==> config.mk <==
export PLATFORM = sky130hd
export DESIGN_NAME = zports_top
export DESIGN_NICKNAME = d
export VERILOG_FILES = /design/src/rtl/zports_pkg.sv /design/src/rtl/zbus_strobes.sv /design/src/rtl/port_decode.sv /design/src/rtl/pent_paging.sv /design/src/rtl/evo_config.sv /design/src/rtl/ulaplus_regs.sv /design/src/rtl/zports_top.sv
export SDC_FILE = /design/constraint.sdc
export NUM_CORES = 1
export LEC_CHECK = 0
export BUFFER_PORTS_ARGS = -buffer_cell sky130_fd_sc_hd__clkbuf_2
export CORE_ASPECT_RATIO = 1.1
export CORE_MARGIN = 1.5
export CORE_UTILIZATION = 52
export CTS_BUF_LIST = sky130_fd_sc_hd__clkbuf_16
export CTS_CLUSTER_DIAMETER = 100
export DETAILED_ROUTE_END_ITERATION = 12
export PLACE_DENSITY = 0.95
export SETUP_SLACK_MARGIN = 0.15
export SYNTH_ARGS = -nofsm -noshare
export SYNTH_HDL_FRONTEND = slang
export SYNTH_SLANG_ARGS = --single-unit
export TNS_END_PERCENT = 5
==> constraint.sdc <==
create_clock -name fclk -period 4.65 [get_ports fclk]
set_input_delay 0.465 -clock fclk [delete_from_list [all_inputs] [get_ports fclk]]
set_output_delay 0.465 -clock fclk [all_outputs]
set_load 0.02 [all_outputs]
==> src/rtl/zports_pkg.sv <==
// z80 i/o port block shared definitions
// port addresses, #BE readback selectors, reset values, ULAplus data byte

package zports_pkg;

	//////////////////////////////////////////////////
	// low address byte of each port
	//////////////////////////////////////////////////

	localparam logic [7:0] port_fe = 8'hFE; // border, beeper, keyboard
	localparam logic [7:0] port_f6 = 8'hF6; // border alias
	localparam logic [7:0] port_fc = 8'hFC; // border alias, also #7FFD alias
	localparam logic [7:0] port_fd = 8'hFD; // pentagon #7FFD
	localparam logic [7:0] port_f7 = 8'hF7; // #EFF7
	localparam logic [7:0] port_bf = 8'hBF; // evo config
	localparam logic [7:0] port_be = 8'hBE; // config readback, nmi clear
	localparam logic [7:0] port_3b = 8'h3B; // ulaplus reg/data

	//////////////////////////////////////////////////
	// #BE readback selectors, matched on a[12:8]
	//////////////////////////////////////////////////

	localparam logic [4:0] be_idx_7ffd   = 5'h0A;
	localparam logic [4:0] be_idx_eff7   = 5'h0B;
	localparam logic [4:0] be_idx_border = 5'h0F;

	// unmapped port or selector
	localparam logic [7:0] idle_byte = 8'hFF;

	// #BF bits {set_nmi, fntw_en, romrw_en, shadow_en} out of reset
	localparam logic [3:0] cfg_reset = 4'b0000;

	typedef logic [7:0] port_addr_t; // a[7:0]

	//////////////////////////////////////////////////
	// ulaplus data byte
	//////////////////////////////////////////////////

	// palette colour arrives as G3R3B2
	typedef struct packed {
		logic [2:0] green;
		logic [2:0] red;
		logic [1:0] blue;
	} up_pal_t;

	// mode group: only bit 0 is defined
	typedef struct packed {
		logic [6:0] rsvd;
		logic       ena;
	} up_mode_t;

	// same byte, meaning set by the selected group
	typedef union packed {
		up_pal_t  pal;
		up_mode_t mode;
	} up_data_u;

endpackage

==> src/rtl/zbus_strobes.sv <==
// z80 bus strobe detection
// turns held iorq/mreq accesses into single fclk-wide strobes
`timescale 1ns/1ps

module zbus_strobes (
	input  logic fclk,
	input  logic rst_n,
	input  logic zpos,   // z80 clock rising edge, fclk wide
	input  logic iorq_n,
	input  logic mreq_n,
	input  logic rd_n,
	input  logic wr_n,
	output logic port_wr_fclk,
	output logic port_rd_fclk,
	output logic mem_wr_fclk
);

	logic [1:0] iowr_hist;  // [0] sampled on zpos, [1] one fclk later
	logic [1:0] iord_hist;
	logic [1:0] memwr_hist; // no zpos qualification here

	always_ff @(posedge fclk or negedge rst_n)
	begin
		if (!rst_n)
		begin
			iowr_hist    <= 2'b00;
			iord_hist    <= 2'b00;
			memwr_hist   <= 2'b00;
			port_wr_fclk <= 1'b0;
			port_rd_fclk <= 1'b0;
			mem_wr_fclk  <= 1'b0;
		end
		else
		begin
			if (zpos)
			begin
				iowr_hist[0] <= ~(iorq_n | wr_n);
				iord_hist[0] <= ~(iorq_n | rd_n);
			end
			iowr_hist[1]  <= iowr_hist[0];
			iord_hist[1]  <= iord_hist[0];
			memwr_hist    <= {memwr_hist[0], ~(mreq_n | wr_n)};
			port_wr_fclk  <= iowr_hist[0] & ~iowr_hist[1];   // rising edge only
			port_rd_fclk  <= iord_hist[0] & ~iord_hist[1];
			mem_wr_fclk   <= memwr_hist[0] & ~memwr_hist[1];
		end
	end

	// one io direction per access
	a_port_rw_excl: assert property (@(posedge fclk) disable iff (!rst_n)
		!(port_wr_fclk && port_rd_fclk));

	a_port_wr_single: assert property (@(posedge fclk) disable iff (!rst_n)
		port_wr_fclk |=> !port_wr_fclk);

	a_port_rd_single: assert property (@(posedge fclk) disable iff (!rst_n)
		port_rd_fclk |=> !port_rd_fclk);

endmodule

==> src/rtl/port_decode.sv <==
// i/o port decoder
// low address byte to port hit, data-out enable and per-register write strobes
`timescale 1ns/1ps

module port_decode (
	input  logic [15:0] a,
	input  logic        iorq_n,
	input  logic        rd_n,
	input  logic        port_wr_fclk, // one-cycle io write strobe
	input  logic        shadow,       // dos or shadow_en
	output logic        porthit,
	output logic        dataout,
	output logic        wr_border,
	output logic        wr_7ffd,
	output logic        wr_eff7,
	output logic        wr_bf,
	output logic        wr_be,
	output logic        wr_up_reg,
	output logic        wr_up_data
);

	import zports_pkg::*;

	port_addr_t loa;

	logic hit_border; // FE, F6, FC
	logic hit_7ffd;   // FD, FC
	logic hit_f7;     // only outside shadow mode
	logic hit_up;

	assign loa = a[7:0];

	//////////////////////////////////////////////////
	// address match
	//////////////////////////////////////////////////

	assign hit_border = (loa == port_fe) || (loa == port_f6) || (loa == port_fc);
	assign hit_7ffd   = (loa == port_fd) || (loa == port_fc);
	assign hit_f7     = (loa == port_f7) && !shadow;
	assign hit_up     = (loa == port_3b);

	always_comb
	begin
		porthit = hit_border || hit_7ffd || hit_f7 || hit_up ||
		          (loa == port_bf) || (loa == port_be);
	end

	// z80 reads from us only while the bus says so
	assign dataout = porthit & ~iorq_n & ~rd_n;

	//////////////////////////////////////////////////
	// write strobes
	//////////////////////////////////////////////////

	assign wr_border = port_wr_fclk && hit_border;

	// a[15]=1 is the AY range, not ours
	assign wr_7ffd = port_wr_fclk && hit_7ffd && !a[15];

	// EFF7 style: a8 set, a12 clear
	assign wr_eff7 = port_wr_fclk && hit_f7 && a[8] && !a[12];

	assign wr_bf = port_wr_fclk && (loa == port_bf);
	assign wr_be = port_wr_fclk && (loa == port_be);

	// #BF3B register, #FF3B data
	assign wr_up_reg  = port_wr_fclk && hit_up && !a[14];
	assign wr_up_data = port_wr_fclk && hit_up &&  a[14];

endmodule

==> src/rtl/pent_paging.sv <==
// pentagon paging registers #7FFD and #EFF7
// 1M block rules, masked views and the flat 1M page number
`timescale 1ns/1ps

module pent_paging (
	input  logic       fclk,
	input  logic       rst_n,
	input  logic       wr_7ffd,
	input  logic       wr_eff7,
	input  logic [7:0] din,
	output logic [7:0] p7ffd,       // masked view for the pager
	output logic [7:0] peff7,
	output logic [7:0] p7ffd_raw,   // as written, for #BE readback
	output logic [7:0] peff7_raw,
	output logic [5:0] pent1m_page,
	output logic       pent1m_rom,
	output logic       pent1m_1m_on,
	output logic       pent1m_ram0_0
);

	logic block1m;   // eff7 bit 2, 128k-only mode
	logic block7ffd; // 48k lock plus block1m

	assign block1m   = peff7_raw[2];
	assign block7ffd = p7ffd_raw[5] & block1m;

	//////////////////////////////////////////////////
	// registers
	//////////////////////////////////////////////////

	always_ff @(posedge fclk or negedge rst_n)
	begin
		if (!rst_n)
			p7ffd_raw <= 8'h00;
		else if (wr_7ffd && !block7ffd) // locked writes just drop
			p7ffd_raw <= din;           // 2:0 page, 3 scr, 4 rom, 5 lock, 7:6 hi page
	end

	always_ff @(posedge fclk or negedge rst_n)
	begin
		if (!rst_n)
			peff7_raw <= 8'h00;
		else if (wr_eff7)
			peff7_raw <= din; // 0 p16c, 2 block1m, 3 ram0, 4 turbo off
	end

	//////////////////////////////////////////////////
	// masked views
	//////////////////////////////////////////////////

	// hi page bits vanish in 128k mode
	assign p7ffd = {(block1m ? 3'b000 : p7ffd_raw[7:5]), p7ffd_raw[4:0]};

	assign peff7 = block1m ?
		{peff7_raw[7], 1'b0, peff7_raw[5:4], 3'b000, peff7_raw[0]} :
		peff7_raw;

	// 1M pager controls, taken from the raw values
	assign pent1m_page   = {p7ffd_raw[7:5], p7ffd_raw[2:0]};
	assign pent1m_rom    = p7ffd_raw[4];
	assign pent1m_1m_on  = ~peff7_raw[2];
	assign pent1m_ram0_0 = peff7_raw[3];

endmodule

==> src/rtl/evo_config.sv <==
// evo config port #BF, border register and #BE readback
// also beeper, nmi clear and font write strobes
`timescale 1ns/1ps

module evo_config (
	input  logic        fclk,
	input  logic        rst_n,
	input  logic        dos,
	input  logic        mem_wr_fclk,
	input  logic        wr_bf,
	input  logic        wr_be,
	input  logic        wr_border,
	input  logic [15:0] a,
	input  logic [7:0]  din,
	input  logic [7:0]  p7ffd_raw,
	input  logic [7:0]  peff7_raw,
	output logic        shadow,
	output logic        romrw_en,
	output logic        set_nmi,
	output logic        clr_nmi,
	output logic        beeper_wr,
	output logic        fnt_wr,
	output logic [3:0]  border,
	output logic [7:0]  cfg_read,
	output logic [7:0]  be_read
);

	import zports_pkg::*;

	logic shadow_en; // bf bit 0
	logic fntw_en;   // bf bit 2

	//////////////////////////////////////////////////
	// #BF config
	//////////////////////////////////////////////////

	always_ff @(posedge fclk or negedge rst_n)
	begin
		if (!rst_n)
			{set_nmi, fntw_en, romrw_en, shadow_en} <= cfg_reset;
		else if (wr_bf)
			{set_nmi, fntw_en, romrw_en, shadow_en} <= din[3:0];
	end

	assign shadow   = dos | shadow_en;
	assign cfg_read = {4'b0000, set_nmi, fntw_en, romrw_en, shadow_en};

	// border, bit 3 from inverted a3
	always_ff @(posedge fclk or negedge rst_n)
	begin
		if (!rst_n)
			border <= 4'h0;
		else if (wr_border)
			border <= {~a[3], din[2:0]};
	end

	// strobes, same cycle as the decode strobe
	assign beeper_wr = wr_border && (a[7:0] == port_fe); // aliases do not click
	assign clr_nmi   = wr_be;
	assign fnt_wr    = mem_wr_fclk && fntw_en;

	// #BE readback by high address
	always_comb
	begin
		case (a[12:8])
			be_idx_7ffd:   be_read = p7ffd_raw;
			be_idx_eff7:   be_read = peff7_raw;
			be_idx_border: be_read = {4'b0000, border};
			default:       be_read = idle_byte;
		endcase
	end

	// nmi end and a new config never come from one access
	a_nmi_clr_vs_cfg: assert property (@(posedge fclk) disable iff (!rst_n)
		!(clr_nmi && wr_bf));

endmodule

==> src/rtl/ulaplus_regs.sv <==
// ulaplus #3B registers
// group select, palette address, mode enable and last written data byte
`timescale 1ns/1ps

module ulaplus_regs (
	input  logic       fclk,
	input  logic       rst_n,
	input  logic       wr_up_reg,
	input  logic       wr_up_data,
	input  logic [7:0] din,
	output logic       up_ena,
	output logic       up_palwr,
	output logic [5:0] up_paladdr,
	output logic [7:0] up_paldata,   // R3G3B2
	output logic [7:0] up_lastwritten
);

	import zports_pkg::*;

	up_data_u din_u;
	logic     mode_grp; // 0 palette, 1 mode

	assign din_u = din;

	// register port, group in din[7:6]
	always_ff @(posedge fclk or negedge rst_n)
	begin
		if (!rst_n)
		begin
			mode_grp   <= 1'b0;
			up_paladdr <= 6'd0;
		end
		else if (wr_up_reg)
		begin
			if (din[7:6] == 2'b01)
				mode_grp <= 1'b1;
			else if (din[7:6] == 2'b00)
			begin
				mode_grp   <= 1'b0;
				up_paladdr <= din[5:0];
			end
		end
	end

	always_ff @(posedge fclk)
	begin
		if (wr_up_data)
			up_lastwritten <= din; // read back on #3B
	end

	always_ff @(posedge fclk or negedge rst_n)
	begin
		if (!rst_n)
			up_ena <= 1'b0;
		else if (wr_up_data && mode_grp)
			up_ena <= din_u.mode.ena;
	end

	assign up_palwr   = wr_up_data && !mode_grp;
	assign up_paldata = {din_u.pal.red, din_u.pal.green, din_u.pal.blue}; // G3R3B2 in

endmodule

==> src/rtl/zports_top.sv <==
// z80 i/o port block top
// bus strobes, decode, paging, config, ulaplus and the z80 read mux
`timescale 1ns/1ps

module zports_top (
	input  logic        fclk,
	input  logic        rst_n,
	input  logic        zpos,
	input  logic        iorq_n,
	input  logic        mreq_n,
	input  logic        rd_n,
	input  logic        wr_n,
	input  logic        dos,
	input  logic        tape_read,
	input  logic [15:0] a,
	input  logic [7:0]  din,
	input  logic [4:0]  keys_in,
	output logic [7:0]  dout,
	output logic        porthit,
	output logic        dataout,
	output logic [3:0]  border,
	output logic [7:0]  p7ffd,
	output logic [7:0]  peff7,
	output logic [5:0]  pent1m_page,
	output logic        pent1m_rom,
	output logic        pent1m_1m_on,
	output logic        pent1m_ram0_0,
	output logic        romrw_en,
	output logic        set_nmi,
	output logic        clr_nmi,
	output logic        beeper_wr,
	output logic        fnt_wr,
	output logic        up_ena,
	output logic        up_palwr,
	output logic [5:0]  up_paladdr,
	output logic [7:0]  up_paldata
);

	import zports_pkg::*;

	logic port_wr_fclk, port_rd_fclk, mem_wr_fclk;
	logic wr_border, wr_7ffd, wr_eff7, wr_bf, wr_be, wr_up_reg, wr_up_data;
	logic shadow;
	logic [7:0] p7ffd_raw, peff7_raw;
	logic [7:0] cfg_read, be_read, up_lastwritten;
	port_addr_t loa;

	//////////////////////////////////////////////////
	// blocks
	//////////////////////////////////////////////////

	zbus_strobes u_strobes (.fclk, .rst_n, .zpos, .iorq_n, .mreq_n, .rd_n, .wr_n,
		.port_wr_fclk, .port_rd_fclk, .mem_wr_fclk);

	port_decode u_decode (.a, .iorq_n, .rd_n, .port_wr_fclk, .shadow, .porthit,
		.dataout, .wr_border, .wr_7ffd, .wr_eff7, .wr_bf, .wr_be, .wr_up_reg, .wr_up_data);

	pent_paging u_paging (.fclk, .rst_n, .wr_7ffd, .wr_eff7, .din, .p7ffd, .peff7,
		.p7ffd_raw, .peff7_raw, .pent1m_page, .pent1m_rom, .pent1m_1m_on, .pent1m_ram0_0);

	evo_config u_config (.fclk, .rst_n, .dos, .mem_wr_fclk, .wr_bf, .wr_be, .wr_border,
		.a, .din, .p7ffd_raw, .peff7_raw, .shadow, .romrw_en, .set_nmi, .clr_nmi,
		.beeper_wr, .fnt_wr, .border, .cfg_read, .be_read);

	ulaplus_regs u_ulaplus (.fclk, .rst_n, .wr_up_reg, .wr_up_data, .din, .up_ena,
		.up_palwr, .up_paladdr, .up_paldata, .up_lastwritten);

	// z80 read data, valid only with dataout
	assign loa = a[7:0];

	always_comb
	begin
		case (loa)
			port_fe, port_f6: dout = {1'b1, tape_read, 1'b0, keys_in};
			port_bf:          dout = cfg_read;
			port_be:          dout = be_read;
			port_3b:          dout = up_lastwritten;
			default:          dout = idle_byte;
		endcase
	end

	// read strobe lands while the z80 still holds its read cycle
	a_rd_in_cycle: assert property (@(posedge fclk) disable iff (!rst_n)
		port_rd_fclk |-> (!iorq_n && !rd_n));

endmodule

==> results of run 1 <==
==> routing by layer <==
metal	track usage, %	vias to the layer above	wire, um
met5	0	-	0
met4	13.3	0	182
met3	7.92	16	556
met2	39.7	122	3020
met1	31.6	965	2440
li1	-	903	-
==> synth_stat cells <==
cell / number / share of area, %
sky130_fd_sc_hd__a311oi_1: 1 / 0.36
sky130_fd_sc_hd__o211ai_1: 1 / 0.31
sky130_fd_sc_hd__a21oi_1: 3 / 0.62
sky130_fd_sc_hd__nand2_1: 5 / 0.77
sky130_fd_sc_hd__nor4_4: 1 / 0.87
sky130_fd_sc_hd__and2_0: 1 / 0.26
sky130_fd_sc_hd__buf_4: 18 / 5.6
sky130_fd_sc_hd__nor3_1: 1 / 0.21
sky130_fd_sc_hd__clkbuf_1: 5 / 0.77
sky130_fd_sc_hd__nand2_2: 2 / 0.51
sky130_fd_sc_hd__conb_1: 1 / 0.15
sky130_fd_sc_hd__edfxtp_1: 8 / 9.9
sky130_fd_sc_hd__o22a_1: 4 / 1.4
sky130_fd_sc_hd__nor2b_1: 12 / 3.1
sky130_fd_sc_hd__nand3b_1: 1 / 0.31
sky130_fd_sc_hd__and3_1: 5 / 1.3
sky130_fd_sc_hd__nand4b_4: 1 / 0.98
sky130_fd_sc_hd__nand4_2: 1 / 0.51
sky130_fd_sc_hd__and2_1: 3 / 0.77
sky130_fd_sc_hd__o2111a_1: 1 / 0.46
sky130_fd_sc_hd__and4bb_2: 1 / 0.51
sky130_fd_sc_hd__o2111ai_1: 1 / 0.36
sky130_fd_sc_hd__nand4_1: 1 / 0.26
sky130_fd_sc_hd__a22o_1: 4 / 1.4
sky130_fd_sc_hd__nand2b_1: 4 / 1.0
sky130_fd_sc_hd__o21ai_0: 11 / 2.3
sky130_fd_sc_hd__nand3_1: 7 / 1.4
sky130_fd_sc_hd__nor4_2: 2 / 1.0
sky130_fd_sc_hd__buf_2: 1 / 0.21
sky130_fd_sc_hd__o21a_1: 2 / 0.62
sky130_fd_sc_hd__a22oi_1: 6 / 1.9
sky130_fd_sc_hd__dfrtp_1: 38 / 39
sky130_fd_sc_hd__nor2_1: 9 / 1.4
sky130_fd_sc_hd__inv_1: 2 / 0.31
sky130_fd_sc_hd__a2111oi_0: 2 / 0.72
sky130_fd_sc_hd__and4_1: 2 / 0.72
sky130_fd_sc_hd__o31ai_1: 1 / 0.31
sky130_fd_sc_hd__o2bb2ai_1: 1 / 0.36
sky130_fd_sc_hd__mux2_2: 35 / 16
sky130_fd_sc_hd__nor4b_1: 2 / 0.72
==> final cells by class <==
cell class,count,share of cell area [%]
flip-flops and latches,46,40.0
multi-input cells,135,36.0
repair buffers,95,16.0
clock buffers,5,4.20
well taps,54,2.27
clock inverters,3,1.34
inverters,2,0.252
==> sequential cells by signal, summed over array words and instances, names as in the netlist, 2 cells and up <==
register,flops
u_ulaplus.up_lastwritten,8
u_config.border,4
u_strobes.iowr_hist,2
u_paging.p7ffd_raw,8
u_ulaplus.up_paladdr,6
u_strobes.memwr_hist,2
u_paging.peff7_raw,8
==> cell usage in the layout (no fill, tap or decap), drive strengths merged, types with 2 or more instances in the layout <==
cell / Yosys / layout
a2111oi: 2 / 2
a21oi: 3 / 3
a22o: 4 / 4
a22oi: 6 / 6
and2: 4 / 4
and3: 5 / 5
and4: 2 / 2
clkbuf: 5 / 100
dfrtp: 38 / 38
edfxtp: 8 / 8
inv: 2 / 4
mux2: 35 / 35
nand2: 7 / 7
nand2b: 4 / 4
nand3: 7 / 7
nand4: 2 / 2
nor2: 9 / 9
nor2b: 12 / 12
nor4: 3 / 3
nor4b: 2 / 2
o21a: 2 / 2
o21ai: 11 / 11
o22a: 4 / 4
==> per-stage QoR <==
stage / total power, W / instance area [sq um] / hold slack, ns / utilization [%] / std cells
final: 0.000917 / 2980 / 0.309 / 68.1 / 340
after detailed placement: 0.000526 / 2820 / 0.365 / 64.3 / 332
after CTS: 0.000924 / 2980 / 0.327 / 68.1 / 340
after global routing: 0.000954 / 2980 / 0.324 / 68.1 / 340
after floorplan: 0.000482 / 2430 / 0.169 / - / 207
after global placement: 0.000523 / 2820 / 0.354 / 64.3 / 332
==> where the power goes <==
part	switching, W	leakage [nW]	internal, W	total, W
combinational	0.0000587	0.837	0.0000336	0.0000923
clock	0.000146	0.0855	0.000252	0.000398
sequential	0.00000861	0.595	0.000419	0.000427
==> cell families (layout without fill, tap and decap cells) <==
family / after synthesis / after routing / synth area share (%)
simple gates: 61 / 61 / 16.7
other cells: 1 / 1 / 0.154
buf+inv: 26 / 105 / 6.85
flops: 46 / 46 / 49.0
compound gates: 38 / 38 / 11.1
mux: 35 / 35 / 16.2
==> final timing paths <==
kind                                                    from                                 to  slack [ns]  cells past startpoint
max                                                     a[3]                           up_palwr        2.03                      6
min                                                    rst_n  u_paging.peff7_raw[7]$_DFFE_PN0P_        0.31                      1
max reg2reg                   u_config.shadow_en$_DFFE_PN0P_  u_paging.peff7_raw[3]$_DFFE_PN0P_        2.80                      3
min reg2reg                u_strobes.memwr_hist[0]$_DFF_PN0_  u_strobes.memwr_hist[1]$_DFF_PN0_        0.38                      0
max in group asynchronous                              rst_n    u_strobes.mem_wr_fclk$_DFF_PN0_        3.75                      1
min in group fclk                                     mreq_n  u_strobes.memwr_hist[0]$_DFF_PN0_        0.33                      2
==> worst reg2reg max path, stage by stage, from the launching register on <==
cell                      delay, ns
sky130_fd_sc_hd__dfrtp_1       0.42
sky130_fd_sc_hd__nor4_2        0.38
sky130_fd_sc_hd__and4_1        0.53
sky130_fd_sc_hd__mux2_2        0.41
==> qor.json, run 1 <==
{
  "detailroute.via_count": 2006,
  "standard_cell_rows": 25,
  "tritoncts": "built",
  "maxSlewViolCount": 0,
  "area_growth_pct": 22.6,
  "syn_nets": 245,
  "mapped_cells": 207,
  "final-setup-viol-count": 0,
  "cts.sink_count": 46,
  "post_cts.resized_instances": 0,
  "worst_path_dominant_cell_family": "simple AND/OR/NAND/NOR gates",
  "grt_setup_unrepaired": "false",
  "syn_area_per_cell_sq_um": 11.7,
  "fmax_ghz": 0.382,
  "route.detailed.wl_per_inst_um": 18.2,
  "syn_area_sq_mm": 0.00243,
  "finalHoldViolations": 0,
  "cts_buffers": 5,
  "worst_slack_ns": 2.03,
  "drc_errors": 0,
  "status": "completed",
  "port-buffer-count": 95,
  "worstPathArrival_ns": 2.15,
  "global_route.usage.total_pct": 25.4,
  "die-area_sq_mm": 0.00509,
  "worstPathMaxFanout": 9,
  "relSlewSlack_pct": 37.2,
  "cp_cell_sequence": "clkbuf_2 -> nand4b_4 -> nor4_4 -> and3_1 -> nor2b_1 -> clkbuf_2",
  "first_global_vias": 1882,
  "worst_hold_path_type": "in -> async",
  "seq_cells_post_synth": 46,
  "cts_root_buf": "sky130_fd_sc_hd__clkbuf_16",
  "drtAntennaViolNets": 0,
  "finalCritPeriodShare_pct": 56.3,
  "grt_antenna_before_repair": 0,
  "yosysUniqueCellTypes": 40,
  "cp_common_cell": "sky130_fd_sc_hd__clkbuf_2",
  "worst_path_largest_cell_delay_ns": 0.48,
  "layout.filler_cells": 337,
  "final_net_count": 323,
  "place_worst_setup_slack_ns": 2.06,
  "clk_transition_reported_paths_ns": 0.06,
  "die_h_um": 74.7,
  "io_pins": 98,
  "cp.required_ns": 4.18,
  "die_w_um": 68.2,
  "cts_hold_repair.buffers": 0,
  "max-cap-violations": 0,
  "final_global_route_overflow_total": 0,
  "timing.setup.tns_ns": 0,
  "startpoint_type": "input pin",
  "synth-seq-area-share_pct": 49.0,
  "pwr_density_cell_mw_per_mm2": 308,
  "power.static_leakage_nw": 1.52,
  "crit_buf_inv": 2,
  "cts.path.max_buffers": 2,
  "timing.critical_path.to_type": "output port",
  "dpl.hpwl_mm": 4.54,
  "place.gp.congestion": 0.881,
  "grt_max_degree": 39,
  "grt_pass1_wl_mm": 9.20,
  "detail_route.first_pass.iterations": 4,
  "vdd.ir_drop.worst_mv": 0.220,
  "drive_above_1_share_pct": 50.7,
  "drt_wl_total_mm": 6.20,
  "ys_warn_count": 0,
  "finalWorstPathRequiredPeriod_ns": 2.62,
  "initialDrtViolationCount": 207,
  "post_cts_buffers": 0,
  "vias_per_inst": 5.90,
  "timing.setup.critical_path_class": "in -> out",
  "worst_skew_pair.late_latency_ns": 0.29,
  "core_sq_mm": 0.00438,
  "fin_worst_skew_ns": 0.00299,
  "initial_utilization_pct": 55.5,
  "ff_latch_area_sq_mm": 0.00119,
  "timing_worst_slew_pin_value_ns": 0.942,
  "critical-path-slowest-cell": "sky130_fd_sc_hd__and3_1",
  "number_of_levels_the_h_tree_was_split_into": 2,
  "area_of_combinational_cells_with_multiple_inputs_sq_mm": 0.00107,
  "antenna_cells": 0
}
Power figures use the tool's default switching activity.
==> inputs of run 2 (changes only) <==
- CORE_UTILIZATION: 52 -> 48
- PLACE_DENSITY: 0.95 -> 0.89
- clock period: 4.65 -> 2.65 ns (I/O delays scaled with it)
==> run 2 against run 1 <==
Compared with the run above:
- final cell count is 0.88% higher
- final area decreased by 0.59%
- register-to-register slack lost 2.0 ns
- total power is 63% higher
- worst setup slack worse by 1.5 ns
- flip-flop and latch count stayed put
- global-route usage is 1.3 points lower
- combinational power is 76% higher
- hold slack got worse by 0.18 ns
- largest power group unchanged
==> qor.json, run 2 (same netlist as run 1, synthesis figures left out) <==
{
  "status": "completed",
  "first_global_vias": {"value": 1968, "change": "+4.6%"},
  "die_h": {"value": 77.6, "unit": "um", "change": "+3.9%"},
  "worst_hold_path_type": "in -> async",
  "vdd.ir_drop.worst": {"value": 0.301, "unit": "mV", "change": "+37%"},
  "grt_pass1_wl": {"value": 10.2, "unit": "mm", "change": "+11%"},
  "grt_antenna_before_repair": {"value": 0, "change": "unchanged"},
  "die_w": {"value": 70.9, "unit": "um", "change": "+3.9%"},
  "global_route.usage.total": {"value": 24.1, "unit": "%", "change": "-1.3 points"},
  "tritoncts": "built",
  "cts_root_buf": "sky130_fd_sc_hd__clkbuf_16",
  "ff2ff_setup_slack": {"value": 0.80, "unit": "ns", "change": "-2.00 ns"},
  "worst_path_largest_cell_delay": {"value": 0.45, "unit": "ns", "change": "-0.03 ns"},
  "finalCritPeriodShare_pct": 80.8,
  "final_net_count": {"value": 324, "change": "+0.31%"},
  "cts.sink_count": {"value": 46, "change": "unchanged"},
  "startpoint_type": "register",
  "cts.path.max_buffers": {"value": 2, "change": "unchanged"},
  "layout.filler_cells": {"value": 385, "change": "+14%"},
  "port-buffer-count": {"value": 95, "change": "unchanged"},
  "cp.required": {"value": 2.38, "unit": "ns", "change": "-1.80 ns"},
  "place.gp.congestion": {"value": 0.816, "change": "-7.4%"},
  "ff_latch_area": {"value": 0.00119, "unit": "sq mm", "change": "unchanged"},
  "die-area": {"value": 0.00550, "unit": "sq mm", "change": "+8.0%"},
  "drive_above_1_share": {"value": 50.5, "unit": "%", "change": "-0.18 points"},
  "timing.setup.critical_path_class": "reg -> out",
  "dpl.hpwl": {"value": 4.49, "unit": "mm", "change": "-1.2%"},
  "cp_cell_sequence": "nor4_2 -> o211ai_1 -> a2111oi_0 -> clkbuf_2",
  "standard_cell_rows": {"value": 26, "change": "+4.0%"},
  "detailroute.via_count": {"value": 2016, "change": "+0.50%"},
  "relSlewSlack": {"value": 34.6, "unit": "%", "change": "-2.7 points"},
  "grt_setup_unrepaired": "false",
  "clk_transition_reported_paths": {"value": 0.06, "unit": "ns", "change": "about the same"},
  "io_pins": {"value": 98, "change": "unchanged"},
  "rr_startpoint": "u_paging.peff7_raw[2]$_DFFE_PN0P_",
  "final-setup-viol-count": {"value": 0, "change": "unchanged"},
  "vias_per_inst": {"value": 5.88, "change": "-0.38%"},
  "layout.cells.most_common": "sky130_fd_sc_hd__clkbuf_2",
  "finalHoldViolations": {"value": 0, "change": "unchanged"},
  "hold-worst-slack": {"value": 0.129, "unit": "ns", "change": "-0.180 ns"},
  "worst_skew_pair.late_latency": {"value": 0.28, "unit": "ns", "change": "about the same"},
  "biggestRegsByFlops": "u_paging.p7ffd_raw (8), u_paging.peff7_raw (8), u_ulaplus.up_lastwritten (8)",
  "max-cap-violations": {"value": 0, "change": "unchanged"},
  "post_cts_buffers": {"value": 0, "change": "unchanged"},
  "fmax_ghz": 0.467,
  "maxSlewViolCount": {"value": 0, "change": "unchanged"},
  "area_growth_pct": 21.9,
  "ff2ff_path_depth": {"value": 3, "change": "unchanged"},
  "post-layout-total-power": {"value": 0.00150, "unit": "W", "change": "+63%"},
  "cts_buffers": {"value": 5, "change": "unchanged"},
  "most-common-layout-cells": "sky130_fd_sc_hd__clkbuf_2, sky130_fd_sc_hd__dfrtp_1, sky130_fd_sc_hd__mux2_2, sky130_fd_sc_hd__nor2b_1, sky130_fd_sc_hd__o21ai_0",
  "post_cts.resized_instances": {"value": 0, "change": "unchanged"},
  "initialDrtViolationCount": {"value": 204, "change": "-1.4%"},
  "worstPathMaxFanout": {"value": 3, "change": "-6"},
  "area_of_combinational_cells_with_multiple_inputs": {"value": 0.00107, "unit": "sq mm", "change": "unchanged"},
  "drt_wl_total": {"value": 6.31, "unit": "mm", "change": "+1.8%"},
  "post_layout_utilization_of_the_core": {"value": 62.4, "unit": "%", "change": "-5.7 points"},
  "drtAntennaViolNets": {"value": 0, "change": "unchanged"},
  "timing_worst_slew_pin_value": {"value": 0.982, "unit": "ns", "change": "+0.0400 ns"},
  "drc_errors": {"value": 0, "change": "unchanged"},
  "pwr_density_cell": {"value": 506, "unit": "mW/mm^2", "change": "+64%"},
  "power.static_leakage": {"value": 1.51, "unit": "nW", "change": "-0.50%"},
  "critical-path-slowest-cell": "sky130_fd_sc_hd__a2111oi_0",
  "finalWorstPathRequiredPeriod_ns": 2.14,
  "antenna_cells": {"value": 0, "change": "unchanged"},
  "number_of_levels_the_h_tree_was_split_into": {"value": 2, "change": "unchanged"},
  "grt_max_degree": {"value": 39, "change": "unchanged"},
  "route.detailed.wl_per_inst": {"value": 18.4, "unit": "um", "change": "+0.88%"},
  "detail_route.first_pass.iterations": {"value": 4, "change": "unchanged"},
  "cts_hold_repair.buffers": {"value": 0, "change": "unchanged"},
  "final_global_route_overflow_total": {"value": 0, "change": "unchanged"},
  "core": {"value": 0.00475, "unit": "sq mm", "change": "+8.5%"},
  "worstReg2RegEnd": "u_paging.p7ffd_raw[3]$_DFFE_PN0P_",
  "fin_worst_skew": {"value": 0.00305, "unit": "ns", "change": "+0.0000593 ns"},
  "timing.setup.tns": {"value": 0, "unit": "ns", "change": "unchanged"},
  "worstPathArrival": {"value": 1.88, "unit": "ns", "change": "-0.27 ns"},
  "timing.critical_path.to_type": "output port",
  "initial_utilization": {"value": 51.2, "unit": "%", "change": "-4.3 points"}
}
## run 2: cell types whose count changed in the layout (fill, tap and decap cells not counted), sizes merged
cell / change
clkinv: +2
bufinv: -1
inv: -1
buf: +1
## run 2: area by class of cell
type	count	area share, %
Multi-Input combinational cell	135	36.2
Clock inverter	3	0.422
Clock buffer	5	4.22
Timing Repair Buffer	96	16.3
Tap cell	56	2.36
Inverter	2	0.253
Sequential cell	46	40.2
## run 2: how the worst max path moves through the flow
stage / endpoint / slack (ns) / cells past startpoint / from
after global routing: dout[1] / 0.42 / 6 / a[2]
final: dataout / 0.51 / 4 / u_config.shadow_en$_DFFE_PN0P_
after global placement: dout[1] / 0.67 / 6 / a[2]
after detailed placement: dout[1] / 0.65 / 6 / a[2]
after CTS: dataout / 0.49 / 4 / u_config.shadow_en$_DFFE_PN0P_
after floorplan: dataout / 0.42 / 3 / u_config.shadow_en$_DFFE_PN0P_
## run 2: power breakdown
part           internal, W  switching, W
sequential        0.000735     0.0000149
clock             0.000341      0.000247
combinational    0.0000589      0.000103
total              0.00113      0.000365
## run 2: critical path, delay by kind of cell, from the launching register on
family,cells,cell delay (ns)
simple gates,1,0.34
flops,1,0.42
buf+inv,1,0.25
compound gates,2,0.59
## run 2: metal layers
| metal | global-route usage, % | up-vias | share of wire [%] |
|---|---|---|---|
| met3 | 4.55 | 19 | 5.6 |
| met5 | 0 | - | 0 |
| met4 | 11.9 | 0 | 3.3 |
| met1 | 32.0 | 1005 | 42 |
| li1 | - | 914 | - |
| met2 | 37.7 | 78 | 49 |
## run 2: metrics by stage
stage | cells | area [sq um] | worst slack [ns]
2_1_floorplan | 207 | 2430 | 0.422
3_3_place_gp | 335 | 2830 | 0.669
3_5_place_dp | 335 | 2830 | 0.653
4_1_cts | 343 | 2960 | 0.486
5_1_grt | 343 | 2960 | 0.423
6_report | 343 | 2960 | 0.509
==> inputs of run 3 (changes only) <==
- ABC_AREA: not set -> 1
- CORE_UTILIZATION: 48 -> 50
- PLACE_DENSITY: 0.89 -> 0.9
- clock period: 2.65 -> 2.1 ns (I/O delays scaled with it)
==> run 3 against run 2 <==
Compared with the run above:
- hold slack lost 0.058 ns
- non-clock buffer count grew 4
- clock power up 46%
- critical path depth down 1
- register-to-register slack lost 0.20 ns
- first-iteration DRC count grew 23%
- synthesized cell count rose by 68%
==> qor.json, run 3 <==
{
  "initial_utilization": {"value": 52.9, "unit": "%", "change": "+1.7 points"},
  "timing.critical_path.to_type": "output port",
  "finalCritPeriodShare_pct": 83.5,
  "global_route.usage.total": {"value": 25.8, "unit": "%", "change": "+1.8 points"},
  "syn_area_per_cell": {"value": 7.80, "unit": "sq um", "change": "-34%"},
  "finalHoldViolations": {"value": 0, "change": "unchanged"},
  "first_global_vias": {"value": 2462, "change": "+25%"},
  "die-area": {"value": 0.00588, "unit": "sq mm", "change": "+6.9%"},
  "drtAntennaViolNets": {"value": 0, "change": "unchanged"},
  "die_h": {"value": 80.3, "unit": "um", "change": "+3.4%"},
  "port-buffer-count": {"value": 95, "change": "unchanged"},
  "area_share_of_the_largest_cell_type_after_synthesis": {"value": 35.0, "unit": "%", "change": "-4.1 points"},
  "cts.sink_count": {"value": 46, "change": "unchanged"},
  "worstPathMaxFanout": {"value": 8, "change": "+5"},
  "worstPathArrival": {"value": 1.54, "unit": "ns", "change": "-0.34 ns"},
  "layout.cells.most_common": "sky130_fd_sc_hd__nand2_1",
  "final-setup-viol-count": {"value": 0, "change": "unchanged"},
  "ff_latch_area": {"value": 0.00119, "unit": "sq mm", "change": "unchanged"},
  "syn_nets": {"value": 386, "change": "+58%"},
  "sequential_power_share": {"value": 46.5, "unit": "%", "change": "-3.5 points"},
  "route.detailed.wl_per_inst": {"value": 14.3, "unit": "um", "change": "-22%"},
  "initialDrtViolationCount": {"value": 251, "change": "+23%"},
  "most_common_cell_in_the_netlist": "sky130_fd_sc_hd__nand2_1",
  "drt_wl_total": {"value": 7.23, "unit": "mm", "change": "+15%"},
  "drive_above_1_share": {"value": 34.8, "unit": "%", "change": "-16 points"},
  "max-cap-violations": {"value": 0, "change": "unchanged"},
  "startpoint_type": "register",
  "power.static_leakage": {"value": 1.76, "unit": "nW", "change": "+16%"},
  "io_pins": {"value": 98, "change": "unchanged"},
  "synth_commonest_cells": "sky130_fd_sc_hd__nand2_1, sky130_fd_sc_hd__nand3_1, sky130_fd_sc_hd__dfrtp_1, sky130_fd_sc_hd__inv_1, sky130_fd_sc_hd__nor2_1",
  "crit_end": "beeper_wr",
  "cts.path.max_buffers": {"value": 2, "change": "unchanged"},
  "ff2ff_path_depth": {"value": 5, "change": "+2"},
  "rr_startpoint": "u_strobes.port_wr_fclk$_DFF_PN0_",
  "status": "completed",
  "ys_dominant_reg_cell": "sky130_fd_sc_hd__dfrtp_1",
  "area_of_combinational_cells_with_multiple_inputs": {"value": 0.00120, "unit": "sq mm", "change": "+12%"},
  "final_global_route_overflow_total": {"value": 0, "change": "unchanged"},
  "synth-seq-area-share": {"value": 43.9, "unit": "%", "change": "-5.1 points"},
  "intPower": {"value": 0.00155, "unit": "W", "change": "+37%"},
  "worst_skew_pair.late_latency": {"value": 0.28, "unit": "ns", "change": "about the same"},
  "final_net_count": {"value": 471, "change": "+45%"},
  "mapped_cells": {"value": 348, "change": "+68%"},
  "worst_hold_path_type": "in -> reg",
  "maxSlewViolCount": {"value": 0, "change": "unchanged"},
  "comb_power_share": {"value": 11.5, "unit": "%", "change": "+0.7 points"},
  "share_clk_of_total_power": {"value": 42.0, "unit": "%", "change": "+2.8 points"},
  "grt_pass1_wl": {"value": 11.4, "unit": "mm", "change": "+12%"},
  "pwr_density_cell": {"value": 618, "unit": "mW/mm^2", "change": "+22%"},
  "vias_per_inst": {"value": 5.30, "change": "-9.8%"},
  "synth_edf_count": {"value": 8, "change": "unchanged"},
  "ys_warn_count": {"value": 0, "change": "unchanged"},
  "drc_errors": {"value": 0, "change": "unchanged"},
  "number_of_levels_the_h_tree_was_split_into": {"value": 2, "change": "unchanged"},
  "post_cts_buffers": {"value": 0, "change": "unchanged"},
  "syn_area": {"value": 0.00272, "unit": "sq mm", "change": "+12%"},
  "tritoncts": "built",
  "core": {"value": 0.00513, "unit": "sq mm", "change": "+8.1%"},
  "cts_buffers": {"value": 5, "change": "unchanged"},
  "standard_cell_rows": {"value": 27, "change": "+3.8%"},
  "power_switching_share": {"value": 23.9, "unit": "%", "change": "-0.40 points"},
  "timing_worst_slew_pin_value": {"value": 0.563, "unit": "ns", "change": "-0.419 ns"},
  "clk_transition_reported_paths": {"value": 0.06, "unit": "ns", "change": "about the same"},
  "power.net_switching": {"value": 0.000490, "unit": "W", "change": "+34%"},
  "detail_route.first_pass.iterations": {"value": 5, "change": "+1"},
  "critical_path.startpoint": "u_strobes.port_wr_fclk$_DFF_PN0_",
  "antenna_cells": {"value": 0, "change": "unchanged"},
  "area_growth": {"value": 21.9, "unit": "%", "change": "about the same"},
  "grt_antenna_before_repair": {"value": 0, "change": "unchanged"},
  "timing.setup.tns": {"value": 0, "unit": "ns", "change": "unchanged"},
  "synth_top_cells_by_area": "sky130_fd_sc_hd__dfrtp_1, sky130_fd_sc_hd__nand2_1, sky130_fd_sc_hd__edfxtp_1, sky130_fd_sc_hd__nand3_1, sky130_fd_sc_hd__o21ai_2",
  "finalWorstPathRequiredPeriod_ns": 1.75,
  "yosys.area.top_type": "sky130_fd_sc_hd__dfrtp_1",
  "grt_setup_unrepaired": "false",
  "grt_max_degree": {"value": 39, "change": "unchanged"},
  "detailroute.via_count": {"value": 2682, "change": "+33%"},
  "cp.required": {"value": 1.89, "unit": "ns", "change": "-0.49 ns"},
  "vdd.ir_drop.worst": {"value": 0.486, "unit": "mV", "change": "+61%"},
  "place.gp.congestion": {"value": 0.913, "change": "+12%"},
  "worstReg2RegEnd": "u_paging.peff7_raw[3]$_DFFE_PN0P_",
  "fin_worst_skew": {"value": 0.00295, "unit": "ns", "change": "-0.0000961 ns"},
  "seq_cells_post_synth": {"value": 46, "change": "unchanged"},
  "relSlewSlack": {"value": 62.3, "unit": "%", "change": "+28 points"},
  "fmax_ghz": 0.570,
  "layout.filler_cells": {"value": 439, "change": "+14%"},
  "cts_root_buf": "sky130_fd_sc_hd__clkbuf_16",
  "most-common-layout-cells": "sky130_fd_sc_hd__nand2_1, sky130_fd_sc_hd__clkbuf_2, sky130_fd_sc_hd__nand3_1, sky130_fd_sc_hd__inv_1, sky130_fd_sc_hd__dfrtp_1",
  "yosysUniqueCellTypes": {"value": 29, "change": "-28%"},
  "dpl.hpwl": {"value": 5.38, "unit": "mm", "change": "+20%"},
  "biggestRegsByFlops": "u_paging.p7ffd_raw (8), u_paging.peff7_raw (8), u_ulaplus.up_lastwritten (8)",
  "post_layout_utilization_of_the_core": {"value": 64.4, "unit": "%", "change": "+2.1 points"},
  "die_w": {"value": 73.3, "unit": "um", "change": "+3.4%"},
  "synth_async_sr_flop_share": {"value": 82.6, "unit": "%", "change": "unchanged"},
  "ff2ff_setup_slack": {"value": 0.60, "unit": "ns", "change": "-0.20 ns"},
  "timing.setup.critical_path_class": "reg -> out"
}
-- run 3: stage by stage --
stage	hold slack, ns	instances	setup WS (ns)	instance area, sq um	power (W)
global placement	0.275	497	0.450	3140	0.00119
CTS	0.0686	506	0.368	3310	0.00205
detailed placement	0.288	497	0.445	3140	0.00120
floorplan	-0.0856	348	0.648	2720	0.00110
global route	0.0753	506	0.242	3310	0.00211
finish	0.0710	506	0.347	3310	0.00204
-- run 3: what timing repair did --
| action | CTS | global route |
|---|---|---|
| gates resized for setup | 0 | 0 |
| hold endpoints to repair | 38 | 0 |
| hold buffers | 1 | 0 |
-- run 3: how the worst min path moves through the flow --
stage,from,to,slack (ns),depth (start not counted)
floorplan,rst_n,u_config.border[0]$_DFFE_PN0P_,-0.09,0
global placement,rst_n,u_ulaplus.mode_grp$_DFFE_PN0P_,0.28,2
detailed placement,rst_n,u_ulaplus.up_paladdr[3]$_DFFE_PN0P_,0.29,2
CTS,mreq_n,u_strobes.memwr_hist[0]$_DFF_PN0_,0.07,2
global route,mreq_n,u_strobes.memwr_hist[0]$_DFF_PN0_,0.08,2
finish,mreq_n,u_strobes.memwr_hist[0]$_DFF_PN0_,0.07,2
-- run 3: worst max-delay path, cell delays in order, from the launching register on --
cell and delay [ns]:
sky130_fd_sc_hd__dfrtp_1 0.56, sky130_fd_sc_hd__inv_2 0.16, sky130_fd_sc_hd__nor4_1 0.32, sky130_fd_sc_hd__clkbuf_2 0.22
-- run 3: layout make-up --
class | count | share of cell area (%)
flip-flops and latches | 46 | 36.0
clock inverters | 3 | 1.13
clock buffers | 5 | 3.78
well taps | 72 | 2.72
inverters | 40 | 4.61
repair buffers | 100 | 15.6
multi-input cells | 240 | 36.2
-- run 3: power groups by stage --
stage / sequential, W / combinational, W / clock, W
finish: 0.000950 / 0.000236 / 0.000859
CTS: 0.000949 / 0.000236 / 0.000865
detailed placement: 0.000965 / 0.000232 / 0
global placement: 0.000964 / 0.000227 / 0
floorplan: 0.000971 / 0.000126 / 0
global route: 0.000951 / 0.000258 / 0.000897
-- run 3: logic make-up after synthesis --
family	after synthesis	synth area share, %
AO/OA/AOI/OAI	30	8.34
buffers and inverters	62	12.0
flip-flops	46	43.9
other	1	0.138
AND/OR/NAND/NOR	209	35.6
-- run 3: routing by layer --
| layer | track usage, % | vias up | part of all wire, % |
|---|---|---|---|
| li1 | - | 1267 | - |
| met1 | 32.6 | 1227 | 41 |
| met2 | 42.3 | 156 | 48 |
| met3 | 4.52 | 32 | 7.1 |
| met4 | 12.8 | 0 | 3.5 |
| met5 | 0 | - | 0 |
